$ cat config.mk
export PLATFORM = sky130hd
export DESIGN_NAME = aud_core
export DESIGN_NICKNAME = d
export VERILOG_FILES = /design/src/hdl/audio_pkg.sv /design/src/hdl/ctrl_pkg.sv /design/src/hdl/aud_recorder.sv /design/src/hdl/aud_player.sv /design/src/hdl/aud_ctrl.sv /design/src/hdl/aud_core.sv
export SDC_FILE = /design/constraint.sdc
export NUM_CORES = 1
export LEC_CHECK = 0
export BUFFER_PORTS_ARGS = -buffer_cell sky130_fd_sc_hd__buf_4
export CAP_MARGIN = 20
export CORE_ASPECT_RATIO = 1.25
export CORE_MARGIN = 3
export CORE_UTILIZATION = 45
export DETAILED_ROUTE_END_ITERATION = 7
export SYNTH_ARGS = -nofsm -noshare
export SYNTH_HDL_FRONTEND = slang
export SYNTH_SLANG_ARGS = --single-unit
$ cat constraint.sdc
create_clock -name i_clk -period 6.7 [get_ports i_clk]
set_clock_uncertainty 0.2 [all_clocks]
set_input_delay 0.67 -clock i_clk [delete_from_list [all_inputs] [get_ports i_clk]]
set_output_delay 0.67 -clock i_clk [all_outputs]
set_load 0.005 [all_outputs]
$ cat src/hdl/audio_pkg.sv
package audio_pkg;

    // ==================================================
    // audio data path
    // ==================================================

    // bits per codec sample, left channel only
    localparam int SAMPLE_W  = 16;

    // external SRAM word address
    localparam int ADDR_W    = 20;

    // recording stops by itself once this many words are stored
    localparam int MAX_WORDS = 1024000;

    // bit counter runs 0 to SAMPLE_W
    localparam int BIT_CNT_W = 5;

endpackage

$ cat src/hdl/ctrl_pkg.sv
package ctrl_pkg;

    // width of every state and mode register
    localparam int STATE_W = 3;

    // ==================================================
    // recorder FSM
    // ==================================================
    localparam logic [STATE_W-1:0] S_REC_IDLE    = 3'd0;
    localparam logic [STATE_W-1:0] S_REC_WAIT    = 3'd1;
    localparam logic [STATE_W-1:0] S_REC_CAPTURE = 3'd2;
    localparam logic [STATE_W-1:0] S_REC_PAUSE   = 3'd3;

    // ==================================================
    // player FSM
    // ==================================================
    localparam logic [STATE_W-1:0] S_PLAY_IDLE   = 3'd0;
    localparam logic [STATE_W-1:0] S_PLAY_WAIT   = 3'd1;
    localparam logic [STATE_W-1:0] S_PLAY_SHIFT  = 3'd2;
    localparam logic [STATE_W-1:0] S_PLAY_PAUSE  = 3'd3;

    // control modes
    localparam logic [STATE_W-1:0] MODE_IDLE     = 3'd0;
    localparam logic [STATE_W-1:0] MODE_REC      = 3'd1;
    localparam logic [STATE_W-1:0] MODE_PLAY     = 3'd2;

endpackage

$ cat src/hdl/aud_recorder.sv
`timescale 1ns/1ps

module aud_recorder
    import audio_pkg::*;
    import ctrl_pkg::*;
(
    input  logic                i_clk,
    input  logic                i_rst_n,
    input  logic                i_rec_start,
    input  logic                i_pause_toggle,
    input  logic                i_stop,
    input  logic                i_adclrck,
    input  logic                i_adcdat,
    output logic                o_wr_en,
    output logic [ADDR_W-1:0]   o_wr_addr,
    output logic [SAMPLE_W-1:0] o_wr_data,
    output logic                o_rec_done,
    output logic [ADDR_W:0]     o_rec_words,
    output logic                o_paused
);

logic [STATE_W-1:0]   state_r, state_w;
logic [ADDR_W-1:0]    addr_r, addr_w;
logic [SAMPLE_W-1:0]  data_r, data_w;
logic [BIT_CNT_W-1:0] cnt_r, cnt_w;
logic                 wr_en_r, wr_en_w;
logic                 done_r, done_w;
logic                 pend_r, pend_w;
logic                 lrc_r;
logic                 lrc_fall;
logic                 full;

// left channel starts when the LR clock drops
assign lrc_fall = lrc_r && !i_adclrck;

// last free word is being written right now
assign full = wr_en_r && (addr_r == ADDR_W'(MAX_WORDS - 1));

assign o_wr_en     = wr_en_r;
assign o_wr_addr   = addr_r;
assign o_wr_data   = data_r;
assign o_rec_done  = done_r;
assign o_rec_words = {1'b0, addr_r};
assign o_paused    = (state_r == S_REC_PAUSE);

always_comb begin
    state_w = state_r;
    addr_w  = addr_r;
    data_w  = data_r;
    cnt_w   = cnt_r;
    pend_w  = pend_r;
    wr_en_w = 1'b0;
    done_w  = 1'b0;
    // address moves on at the end of the write cycle
    if (wr_en_r) begin
        addr_w = addr_r + 1'b1;
    end
    case (state_r)
        S_REC_IDLE: begin
            if (i_rec_start) begin
                addr_w  = '0;
                pend_w  = 1'b0;
                state_w = S_REC_WAIT;
            end
        end
        S_REC_WAIT: begin
            if (i_stop || full) begin
                done_w  = 1'b1;
                pend_w  = 1'b0;
                state_w = S_REC_IDLE;
            end
            else if (pend_r || i_pause_toggle) begin
                pend_w  = 1'b0;
                state_w = S_REC_PAUSE;
            end
            else if (lrc_fall) begin
                // MSB is already on the line at the fall
                data_w  = {data_r[SAMPLE_W-2:0], i_adcdat};
                cnt_w   = BIT_CNT_W'(1);
                state_w = S_REC_CAPTURE;
            end
        end
        S_REC_CAPTURE: begin
            data_w = {data_r[SAMPLE_W-2:0], i_adcdat};
            cnt_w  = cnt_r + 1'b1;
            if (i_pause_toggle) begin
                pend_w = 1'b1;
            end
            if (i_stop) begin
                // partial word is dropped
                pend_w  = 1'b0;
                done_w  = 1'b1;
                state_w = S_REC_IDLE;
            end
            else if (cnt_r == BIT_CNT_W'(SAMPLE_W - 1)) begin
                wr_en_w = 1'b1;
                state_w = S_REC_WAIT;
            end
        end
        S_REC_PAUSE: begin
            if (i_stop) begin
                done_w  = 1'b1;
                state_w = S_REC_IDLE;
            end
            else if (i_pause_toggle) begin
                state_w = S_REC_WAIT;
            end
        end
        default: begin
            state_w = S_REC_IDLE;
        end
    endcase
end

always_ff @(negedge i_clk) begin
    if (i_rst_n) begin
        state_r <= S_REC_IDLE;
        addr_r  <= '0;
        cnt_r   <= '0;
        wr_en_r <= 1'b0;
        done_r  <= 1'b0;
        pend_r  <= 1'b0;
        lrc_r   <= 1'b0;
    end
    else begin
        state_r <= state_w;
        addr_r  <= addr_w;
        cnt_r   <= cnt_w;
        wr_en_r <= wr_en_w;
        done_r  <= done_w;
        pend_r  <= pend_w;
        lrc_r   <= i_adclrck;
    end
end

// sample shift register
always_ff @(negedge i_clk) begin
    data_r <= data_w;
end

// ==================================================
// checks
// ==================================================
a_no_write_in_pause: assert property (@(negedge i_clk) disable iff (i_rst_n)
    (state_r == S_REC_PAUSE) |-> !o_wr_en)
    else $error("aud_recorder: write strobe while paused");

a_write_in_range: assert property (@(negedge i_clk) disable iff (i_rst_n)
    o_wr_en |-> (o_wr_addr < MAX_WORDS))
    else $error("aud_recorder: write address beyond capacity");

endmodule

$ cat src/hdl/aud_player.sv
`timescale 1ns/1ps

module aud_player
    import audio_pkg::*;
    import ctrl_pkg::*;
(
    input  logic                i_clk,
    input  logic                i_rst_n,
    input  logic                i_play_start,
    input  logic                i_pause_toggle,
    input  logic                i_stop,
    input  logic                i_daclrck,
    input  logic [SAMPLE_W-1:0] i_rd_data,
    input  logic [ADDR_W:0]     i_play_words,
    output logic [ADDR_W-1:0]   o_rd_addr,
    output logic                o_dacdat,
    output logic                o_play_done,
    output logic                o_paused
);

logic [STATE_W-1:0]   state_r, state_w;
logic [ADDR_W-1:0]    addr_r, addr_w;
logic [SAMPLE_W-1:0]  shift_r, shift_w;
logic [BIT_CNT_W-1:0] cnt_r, cnt_w;
logic                 done_r, done_w;
logic                 lrc_r;
logic                 lrc_fall;
logic [ADDR_W:0]      words_next;

assign lrc_fall   = lrc_r && !i_daclrck;
assign words_next = {1'b0, addr_r} + 1'b1;

// zeros fill in behind the word, so the line idles low
assign o_dacdat    = shift_r[SAMPLE_W-1];
assign o_rd_addr   = addr_r;
assign o_play_done = done_r;
assign o_paused    = (state_r == S_PLAY_PAUSE);

always_comb begin
    state_w = state_r;
    addr_w  = addr_r;
    shift_w = shift_r;
    cnt_w   = cnt_r;
    done_w  = 1'b0;
    case (state_r)
        S_PLAY_IDLE: begin
            if (i_play_start) begin
                addr_w = '0;
                if (i_play_words == '0) begin
                    done_w = 1'b1;
                end
                else begin
                    state_w = S_PLAY_WAIT;
                end
            end
        end
        S_PLAY_WAIT: begin
            if (i_stop) begin
                done_w  = 1'b1;
                state_w = S_PLAY_IDLE;
            end
            else if (i_pause_toggle) begin
                state_w = S_PLAY_PAUSE;
            end
            else if (lrc_fall) begin
                shift_w = i_rd_data;
                cnt_w   = '0;
                state_w = S_PLAY_SHIFT;
            end
        end
        S_PLAY_SHIFT: begin
            shift_w = {shift_r[SAMPLE_W-2:0], 1'b0};
            cnt_w   = cnt_r + 1'b1;
            if (i_stop) begin
                shift_w = '0;
                done_w  = 1'b1;
                state_w = S_PLAY_IDLE;
            end
            else if (i_pause_toggle) begin
                // address held, word is replayed on resume
                shift_w = '0;
                state_w = S_PLAY_PAUSE;
            end
            else if (cnt_r == BIT_CNT_W'(SAMPLE_W - 1)) begin
                addr_w = addr_r + 1'b1;
                if (words_next == i_play_words) begin
                    done_w  = 1'b1;
                    state_w = S_PLAY_IDLE;
                end
                else begin
                    state_w = S_PLAY_WAIT;
                end
            end
        end
        S_PLAY_PAUSE: begin
            if (i_stop) begin
                done_w  = 1'b1;
                state_w = S_PLAY_IDLE;
            end
            else if (i_pause_toggle) begin
                state_w = S_PLAY_WAIT;
            end
        end
        default: begin
            state_w = S_PLAY_IDLE;
        end
    endcase
end

always_ff @(negedge i_clk) begin
    if (i_rst_n) begin
        state_r <= S_PLAY_IDLE;
        addr_r  <= '0;
        shift_r <= '0;
        cnt_r   <= '0;
        done_r  <= 1'b0;
        lrc_r   <= 1'b0;
    end
    else begin
        state_r <= state_w;
        addr_r  <= addr_w;
        shift_r <= shift_w;
        cnt_r   <= cnt_w;
        done_r  <= done_w;
        lrc_r   <= i_daclrck;
    end
end

// right channel is always sent as silence
a_right_silent: assert property (@(negedge i_clk) disable iff (i_rst_n)
    i_daclrck |-> !o_dacdat)
    else $error("aud_player: data on the right channel");

endmodule

$ cat src/hdl/aud_ctrl.sv
`timescale 1ns/1ps

module aud_ctrl
    import audio_pkg::*;
    import ctrl_pkg::*;
(
    input  logic                i_clk,
    input  logic                i_rst_n,
    input  logic                i_key_rec,
    input  logic                i_key_play,
    input  logic                i_key_pause,
    input  logic                i_key_stop,
    input  logic                i_wr_en,
    input  logic [ADDR_W-1:0]   i_wr_addr,
    input  logic [SAMPLE_W-1:0] i_wr_data,
    input  logic                i_rec_done,
    input  logic [ADDR_W:0]     i_rec_words,
    input  logic [ADDR_W-1:0]   i_rd_addr,
    input  logic                i_play_done,
    output logic                o_rec_start,
    output logic                o_play_start,
    output logic                o_pause_toggle,
    output logic                o_stop,
    output logic [ADDR_W:0]     o_play_words,
    output logic [ADDR_W-1:0]   o_sram_addr,
    output logic [SAMPLE_W-1:0] o_sram_wdata,
    output logic                o_sram_we_n,
    output logic                o_recording,
    output logic                o_playing
);

logic                 key_rec_r, key_play_r, key_pause_r, key_stop_r;
logic                 rel_rec, rel_play, rel_pause, rel_stop;
logic [STATE_W-1:0]   mode_r, mode_w;
logic [ADDR_W:0]      words_r, words_w;
logic                 rec_start_r, rec_start_w;
logic                 play_start_r, play_start_w;
logic                 pause_r, pause_w;
logic                 stop_r, stop_w;

// ==================================================
// key release detect
// ==================================================
assign rel_rec   = key_rec_r   && !i_key_rec;
assign rel_play  = key_play_r  && !i_key_play;
assign rel_pause = key_pause_r && !i_key_pause;
assign rel_stop  = key_stop_r  && !i_key_stop;

assign o_rec_start    = rec_start_r;
assign o_play_start   = play_start_r;
assign o_pause_toggle = pause_r;
assign o_stop         = stop_r;
assign o_play_words   = words_r;
assign o_recording    = (mode_r == MODE_REC);
assign o_playing      = (mode_r == MODE_PLAY);

// SRAM port, recorder owns the address only while recording
assign o_sram_addr  = (mode_r == MODE_REC) ? i_wr_addr : i_rd_addr;
assign o_sram_wdata = i_wr_data;
assign o_sram_we_n  = !i_wr_en;

always_comb begin
    mode_w       = mode_r;
    words_w      = words_r;
    rec_start_w  = 1'b0;
    play_start_w = 1'b0;
    pause_w      = 1'b0;
    stop_w       = 1'b0;
    case (mode_r)
        MODE_IDLE: begin
            if (rel_rec) begin
                rec_start_w = 1'b1;
                mode_w      = MODE_REC;
            end
            else if (rel_play) begin
                play_start_w = 1'b1;
                mode_w       = MODE_PLAY;
            end
        end
        MODE_REC: begin
            if (i_rec_done) begin
                words_w = i_rec_words;
                mode_w  = MODE_IDLE;
            end
            else if (rel_stop) begin
                stop_w = 1'b1;
            end
            else if (rel_pause) begin
                pause_w = 1'b1;
            end
        end
        MODE_PLAY: begin
            if (i_play_done) begin
                mode_w = MODE_IDLE;
            end
            else if (rel_stop) begin
                stop_w = 1'b1;
            end
            else if (rel_pause) begin
                pause_w = 1'b1;
            end
        end
        default: begin
            mode_w = MODE_IDLE;
        end
    endcase
end

always_ff @(negedge i_clk) begin
    if (i_rst_n) begin
        key_rec_r    <= 1'b0;
        key_play_r   <= 1'b0;
        key_pause_r  <= 1'b0;
        key_stop_r   <= 1'b0;
        mode_r       <= MODE_IDLE;
        words_r      <= '0;
        rec_start_r  <= 1'b0;
        play_start_r <= 1'b0;
        pause_r      <= 1'b0;
        stop_r       <= 1'b0;
    end
    else begin
        key_rec_r    <= i_key_rec;
        key_play_r   <= i_key_play;
        key_pause_r  <= i_key_pause;
        key_stop_r   <= i_key_stop;
        mode_r       <= mode_w;
        words_r      <= words_w;
        rec_start_r  <= rec_start_w;
        play_start_r <= play_start_w;
        pause_r      <= pause_w;
        stop_r       <= stop_w;
    end
end

// recorder writes must never leak into playback
a_write_only_recording: assert property (@(negedge i_clk) disable iff (i_rst_n)
    !o_sram_we_n |-> (mode_r == MODE_REC))
    else $error("aud_ctrl: SRAM write outside record mode");

endmodule

$ cat src/hdl/aud_core.sv
`timescale 1ns/1ps

module aud_core
    import audio_pkg::*;
(
    input  logic                i_clk,
    input  logic                i_rst_n,
    input  logic                i_key_rec,
    input  logic                i_key_play,
    input  logic                i_key_pause,
    input  logic                i_key_stop,
    input  logic                i_adclrck,
    input  logic                i_adcdat,
    input  logic                i_daclrck,
    input  logic [SAMPLE_W-1:0] i_sram_rdata,
    output logic                o_dacdat,
    output logic [ADDR_W-1:0]   o_sram_addr,
    output logic [SAMPLE_W-1:0] o_sram_wdata,
    output logic                o_sram_we_n,
    output logic                o_recording,
    output logic                o_playing,
    output logic                o_paused,
    output logic                o_rec_done,
    output logic                o_play_done
);

logic                rec_start, play_start, pause_toggle, stop;
logic                wr_en;
logic [ADDR_W-1:0]   wr_addr;
logic [SAMPLE_W-1:0] wr_data;
logic                rec_done, play_done;
logic [ADDR_W:0]     rec_words, play_words;
logic [ADDR_W-1:0]   rd_addr;
logic                rec_paused, play_paused;

assign o_paused    = rec_paused || play_paused;
assign o_rec_done  = rec_done;
assign o_play_done = play_done;

// ==================================================
// keys, mode and SRAM port
// ==================================================
aud_ctrl u_ctrl (
    .i_clk          (i_clk),
    .i_rst_n        (i_rst_n),
    .i_key_rec      (i_key_rec),
    .i_key_play     (i_key_play),
    .i_key_pause    (i_key_pause),
    .i_key_stop     (i_key_stop),
    .i_wr_en        (wr_en),
    .i_wr_addr      (wr_addr),
    .i_wr_data      (wr_data),
    .i_rec_done     (rec_done),
    .i_rec_words    (rec_words),
    .i_rd_addr      (rd_addr),
    .i_play_done    (play_done),
    .o_rec_start    (rec_start),
    .o_play_start   (play_start),
    .o_pause_toggle (pause_toggle),
    .o_stop         (stop),
    .o_play_words   (play_words),
    .o_sram_addr    (o_sram_addr),
    .o_sram_wdata   (o_sram_wdata),
    .o_sram_we_n    (o_sram_we_n),
    .o_recording    (o_recording),
    .o_playing      (o_playing)
);

// ADC side
aud_recorder u_recorder (
    .i_clk          (i_clk),
    .i_rst_n        (i_rst_n),
    .i_rec_start    (rec_start),
    .i_pause_toggle (pause_toggle && o_recording),
    .i_stop         (stop && o_recording),
    .i_adclrck      (i_adclrck),
    .i_adcdat       (i_adcdat),
    .o_wr_en        (wr_en),
    .o_wr_addr      (wr_addr),
    .o_wr_data      (wr_data),
    .o_rec_done     (rec_done),
    .o_rec_words    (rec_words),
    .o_paused       (rec_paused)
);

// DAC side
aud_player u_player (
    .i_clk          (i_clk),
    .i_rst_n        (i_rst_n),
    .i_play_start   (play_start),
    .i_pause_toggle (pause_toggle && o_playing),
    .i_stop         (stop && o_playing),
    .i_daclrck      (i_daclrck),
    .i_rd_data      (i_sram_rdata),
    .i_play_words   (play_words),
    .o_rd_addr      (rd_addr),
    .o_dacdat       (o_dacdat),
    .o_play_done    (play_done),
    .o_paused       (play_paused)
);

endmodule

; ---- Word-level counts from Yosys, hierarchy flattened
; Index checks and enable logic that the tools add are counted.
[classes]
reduce_logical = 42
magnitude_cmp = 0
eq_ne = 35
div_mod_pow = 0
n_addsub = 5
n_mul = 0
n_shift = 0
n_bitwise = 2
mux = 82
[ops]
columns = operator, n
row1 = $mux W20, 8
row2 = $mux W16, 8
row3 = $mux W3, 22
row4 = $pmux W16 S2, 2
row5 = $add A20 B1 Y20 const B, 2
row6 = $pmux W20 S2, 1
row7 = $mux W5, 6
row8 = $mux W1, 25
row9 = $pmux W3 S4, 2
row10 = $add A20 B1 Y21 const B, 1
row11 = $eq A21 B20 Y1, 1
row12 = $logic_not A21 Y1, 1
row13 = $eq A20 B20 Y1 const B, 1
row14 = $pmux W5 S2, 2
row15 = $ne A2 B2 Y1 const B, 9
row16 = $ne A3 B1 Y1 const B, 6
row17 = $reduce_and A4 Y1, 4
row18 = $eq A3 B2 Y1 const B, 5
row19 = $ne A4 B1 Y1 const B, 3
row20 = $logic_and A1 B1 Y1, 11
row21 = $add A5 B1 Y5 const B, 2
row22 = $eq A5 B4 Y1 const B, 2
row23 = $ne A2 B1 Y1 const B, 5
row24 = $reduce_and A5 Y1, 2
row25 = other kinds (14), 35
[totals]
mem_bits_rw = 0
inputBits = 25
reg_bits = 125
rom_bits = 0
word_cells = 190
latchBits = 0
n_memories = 0

; ---- Depth between registers and ports, before layout
[depth]
ltp_word = 7
depth_mapped = 10
mapped_depth_nobuf = 9

; ---- Modules after synthesis
; Synthesis repeated with hierarchy kept, for this count alone.
[hier_totals]
cells_unflattened = 761
area_unflattened_um2 = 6661.4
[by_module_without_submodules]
columns = mod, seq_area_each_um2, cells_per_inst, n_inst, area_each_um2
row1 = aud_player, 900.9, 373, 1, 2967.8
row2 = aud_recorder, 1101.1, 210, 1, 2132.0
row3 = aud_ctrl, 620.6, 173, 1, 1530.2
row4 = aud_core, 0.0, 5, 1, 31.3

==> reports/metrics.csv <==
metric,value,unit
synth.avg_cell_area,8.46,µm²
async_reset_ff_share,0,%
die_h,137,µm
synth_edf_count,16,
seq_area,0.00260,mm²
synth_area,0.00616,mm²
rows,47,
first_global_vias,5935,
synth_xor_xnor_area_share,7.11,%
multiInputGateArea,0.00328,mm²
area_growth,25.8,%
worstHoldPathCells,0,
synth.distinct_cells,59,
start_util,46.2,%
grt-ovfl-total,0,
n_fill_cell,1250,
r2r_cells,8,
groute.usage.overall,21.7,%
relSlewSlack,37.9,%
syn_inst,728,
grt_max_degree,85,
required,5.83,ns
gp_congestion,0.877,
vdd_drop_max,150,µV
place_hpwl,10.9,mm
status,finished clean,
layout-drive-gt1-share,14.1,%
power,1.98,mW
power.density,256,mW/mm²
drt-vias-per-instance,5.51,
finalMaxSlewViolations,0,
grt_antenna_before_repair,0,
synth_ff_type,dfxtp_1,
seq_area_frac_synth,42.2,%
die_area,0.0151,mm²
drt_first_pass_iters,8,
mostFrequentLayoutCells,"inv_1 (143), dfxtp_1 (106), nand2_1 (103)",
layout.nets,921,
synth-adder-area-share,1.83,%
synth-simple-area-share,22.4,%
synth_top_family_by_area,simple AND/OR/NAND/NOR gates,
antenna_cells,0,
synth_compound_gate_area_share,15.1,%
ys_seq_elements,122,
worstPathArrival,5.28,ns
path_class,flip-flop to primary output,
grt_pass1_wl,26.7,mm
port-buffer-count,67,
drt_iter0_markers,327,
maxCapViolCount,0,
finalWirelength,16.3,mm
ctsHoldBuffers,0,
min_path_type,flip-flop to flip-flop,
worst_hold_slack,0.240,ns
cts.clk_slew.worst_paths,0.05,ns
worst_pin_slew,0.927,ns
syn_nets,762,
wire_per_inst,15.2,µm
final_common_cell,inv_1,
die_w,111,µm
endpoint_kind,primary output,
clockBufferDepth,2,
ant_nets,0,
p_leak,3.47,nW
grt_setup_unrepaired,no,
clk_latency,0.45,ns
tns,0,ns
ioPinCount,68,
drc,0,
core-area,0.0133,mm²
root_buffer,clkbuf_16,
cp_max_fo,29,
finalSetupViolations,0,
cts.htree.levels,4,
synth_mux_area_share,6.72,%
numCtsBuffers,17,
dr_total_vias,5894,
cts.sinks,122,
startpoint_type,flip-flop,
cts_resized,0,
ys_warn_count,0,
finalHoldViolCount,0,
post_cts_buffers,0,
cts_tree,done,
-- stage by stage --
| stage | instances | area, µm² | utilization [%] | setup slack [ns] |
|---|---|---|---|---|
| after floorplan | 728 | 6160 | - | 0.891 |
| after global routing | 1070 | 7750 | 58.1 | 0.410 |
| after global placement | 917 | 6700 | 50.2 | 0.969 |
| after CTS | 1069 | 7730 | 57.9 | 0.528 |
| after detailed placement | 917 | 6700 | 50.2 | 0.891 |
| final | 1070 | 7750 | 58.1 | 0.546 |
-- layout make-up --
cell class | instances | area share (%)
clock buffers | 17 | 5.49
clock inverters | 136 | 7.86
inverters | 19 | 0.920
multi-input cells | 534 | 42.3
flip-flops and latches | 122 | 33.6
well taps | 171 | 2.76
repair buffers | 71 | 7.13
-- cells in the mapped netlist, drive strengths merged (3+ instances only) --
library cell | number | area share (%)
dfxtp | 106 | 34
nand2 | 103 | 6.3
a21oi | 74 | 6.0
nor2 | 60 | 3.9
clkbuf | 39 | 2.4
xnor2 | 25 | 3.6
xor2 | 25 | 3.6
nand3 | 23 | 1.9
o21ai | 22 | 1.8
mux2i | 20 | 3.2
a211oi | 19 | 2.3
inv | 19 | 1.2
mux2 | 19 | 3.5
nand4 | 18 | 2.1
edfxtp | 16 | 7.8
nor3 | 14 | 1.1
buf | 13 | 1.1
nor4 | 13 | 1.4
nor2b | 12 | 1.2
and3 | 9 | 0.91
ha | 9 | 1.8
a31oi | 8 | 0.81
nand2b | 8 | 0.81
or3 | 8 | 0.83
o211ai | 4 | 0.49
a22oi | 3 | 0.37
nor4b | 3 | 0.43
or4 | 3 | 0.43
-- worst max-delay path: stages, from the launching register on --
cell and delay, ns:
dfxtp_1 0.32, inv_1 0.09, ha_1 0.19, buf_4 0.36, mux2_2 0.39, buf_4 0.14
-- flip-flops by register name, summed over array words and instances (netlist names), 2 cells and up --
| name | count |
|---|---|
| u_ctrl.o_play_words | 20 |
| u_player.o_rd_addr | 20 |
| u_recorder.o_wr_addr | 20 |
| u_player.shift_r | 16 |
| u_recorder.o_wr_data | 16 |
| u_player.cnt_r | 5 |
| u_recorder.cnt_r | 5 |
| u_ctrl.mode_r | 2 |
| u_player.state_r | 2 |
| u_recorder.state_r | 2 |
-- worst paths after layout --
check	start	to	slack [ns]
setup reg to reg	u_recorder.o_wr_addr[0]	u_recorder.cnt_r[0]	3.29
hold / removal	u_recorder.o_wr_data[0]	u_recorder.o_wr_data[1]	0.24
hold reg to reg	u_recorder.o_wr_data[0]	u_recorder.o_wr_data[1]	0.24
setup / recovery	u_ctrl.mode_r[1]	o_sram_addr[19]	0.55
-- metal layers --
layer  track usage [%]  wire (µm)  part of all wire [%]  vias up
li1                  -          -                     -     2900
met1              22.6       6610                    41     2806
met2              37.3       8460                    52      154
met3              7.70        765                   4.7       34
met4              14.0        448                   2.8        0
met5                 0          0                     0        -
-- power by group --
group          switching [mW]  internal [mW]  leakage (nW)
logic                  0.0259         0.0190          1.54
clock network           0.513          0.673         0.935
registers             0.00195          0.750         0.999
total                   0.541           1.44          3.47
-- cells by family after synthesis --
| logic type | count (synthesis) |
|---|---|
| compound gates | 154 |
| flops | 122 |
| buf+inv | 72 |
| fa+ha+maj | 9 |
| mux | 39 |
| xor+xnor | 50 |
| simple gates | 282 |
Power figures use the tool's default switching activity.
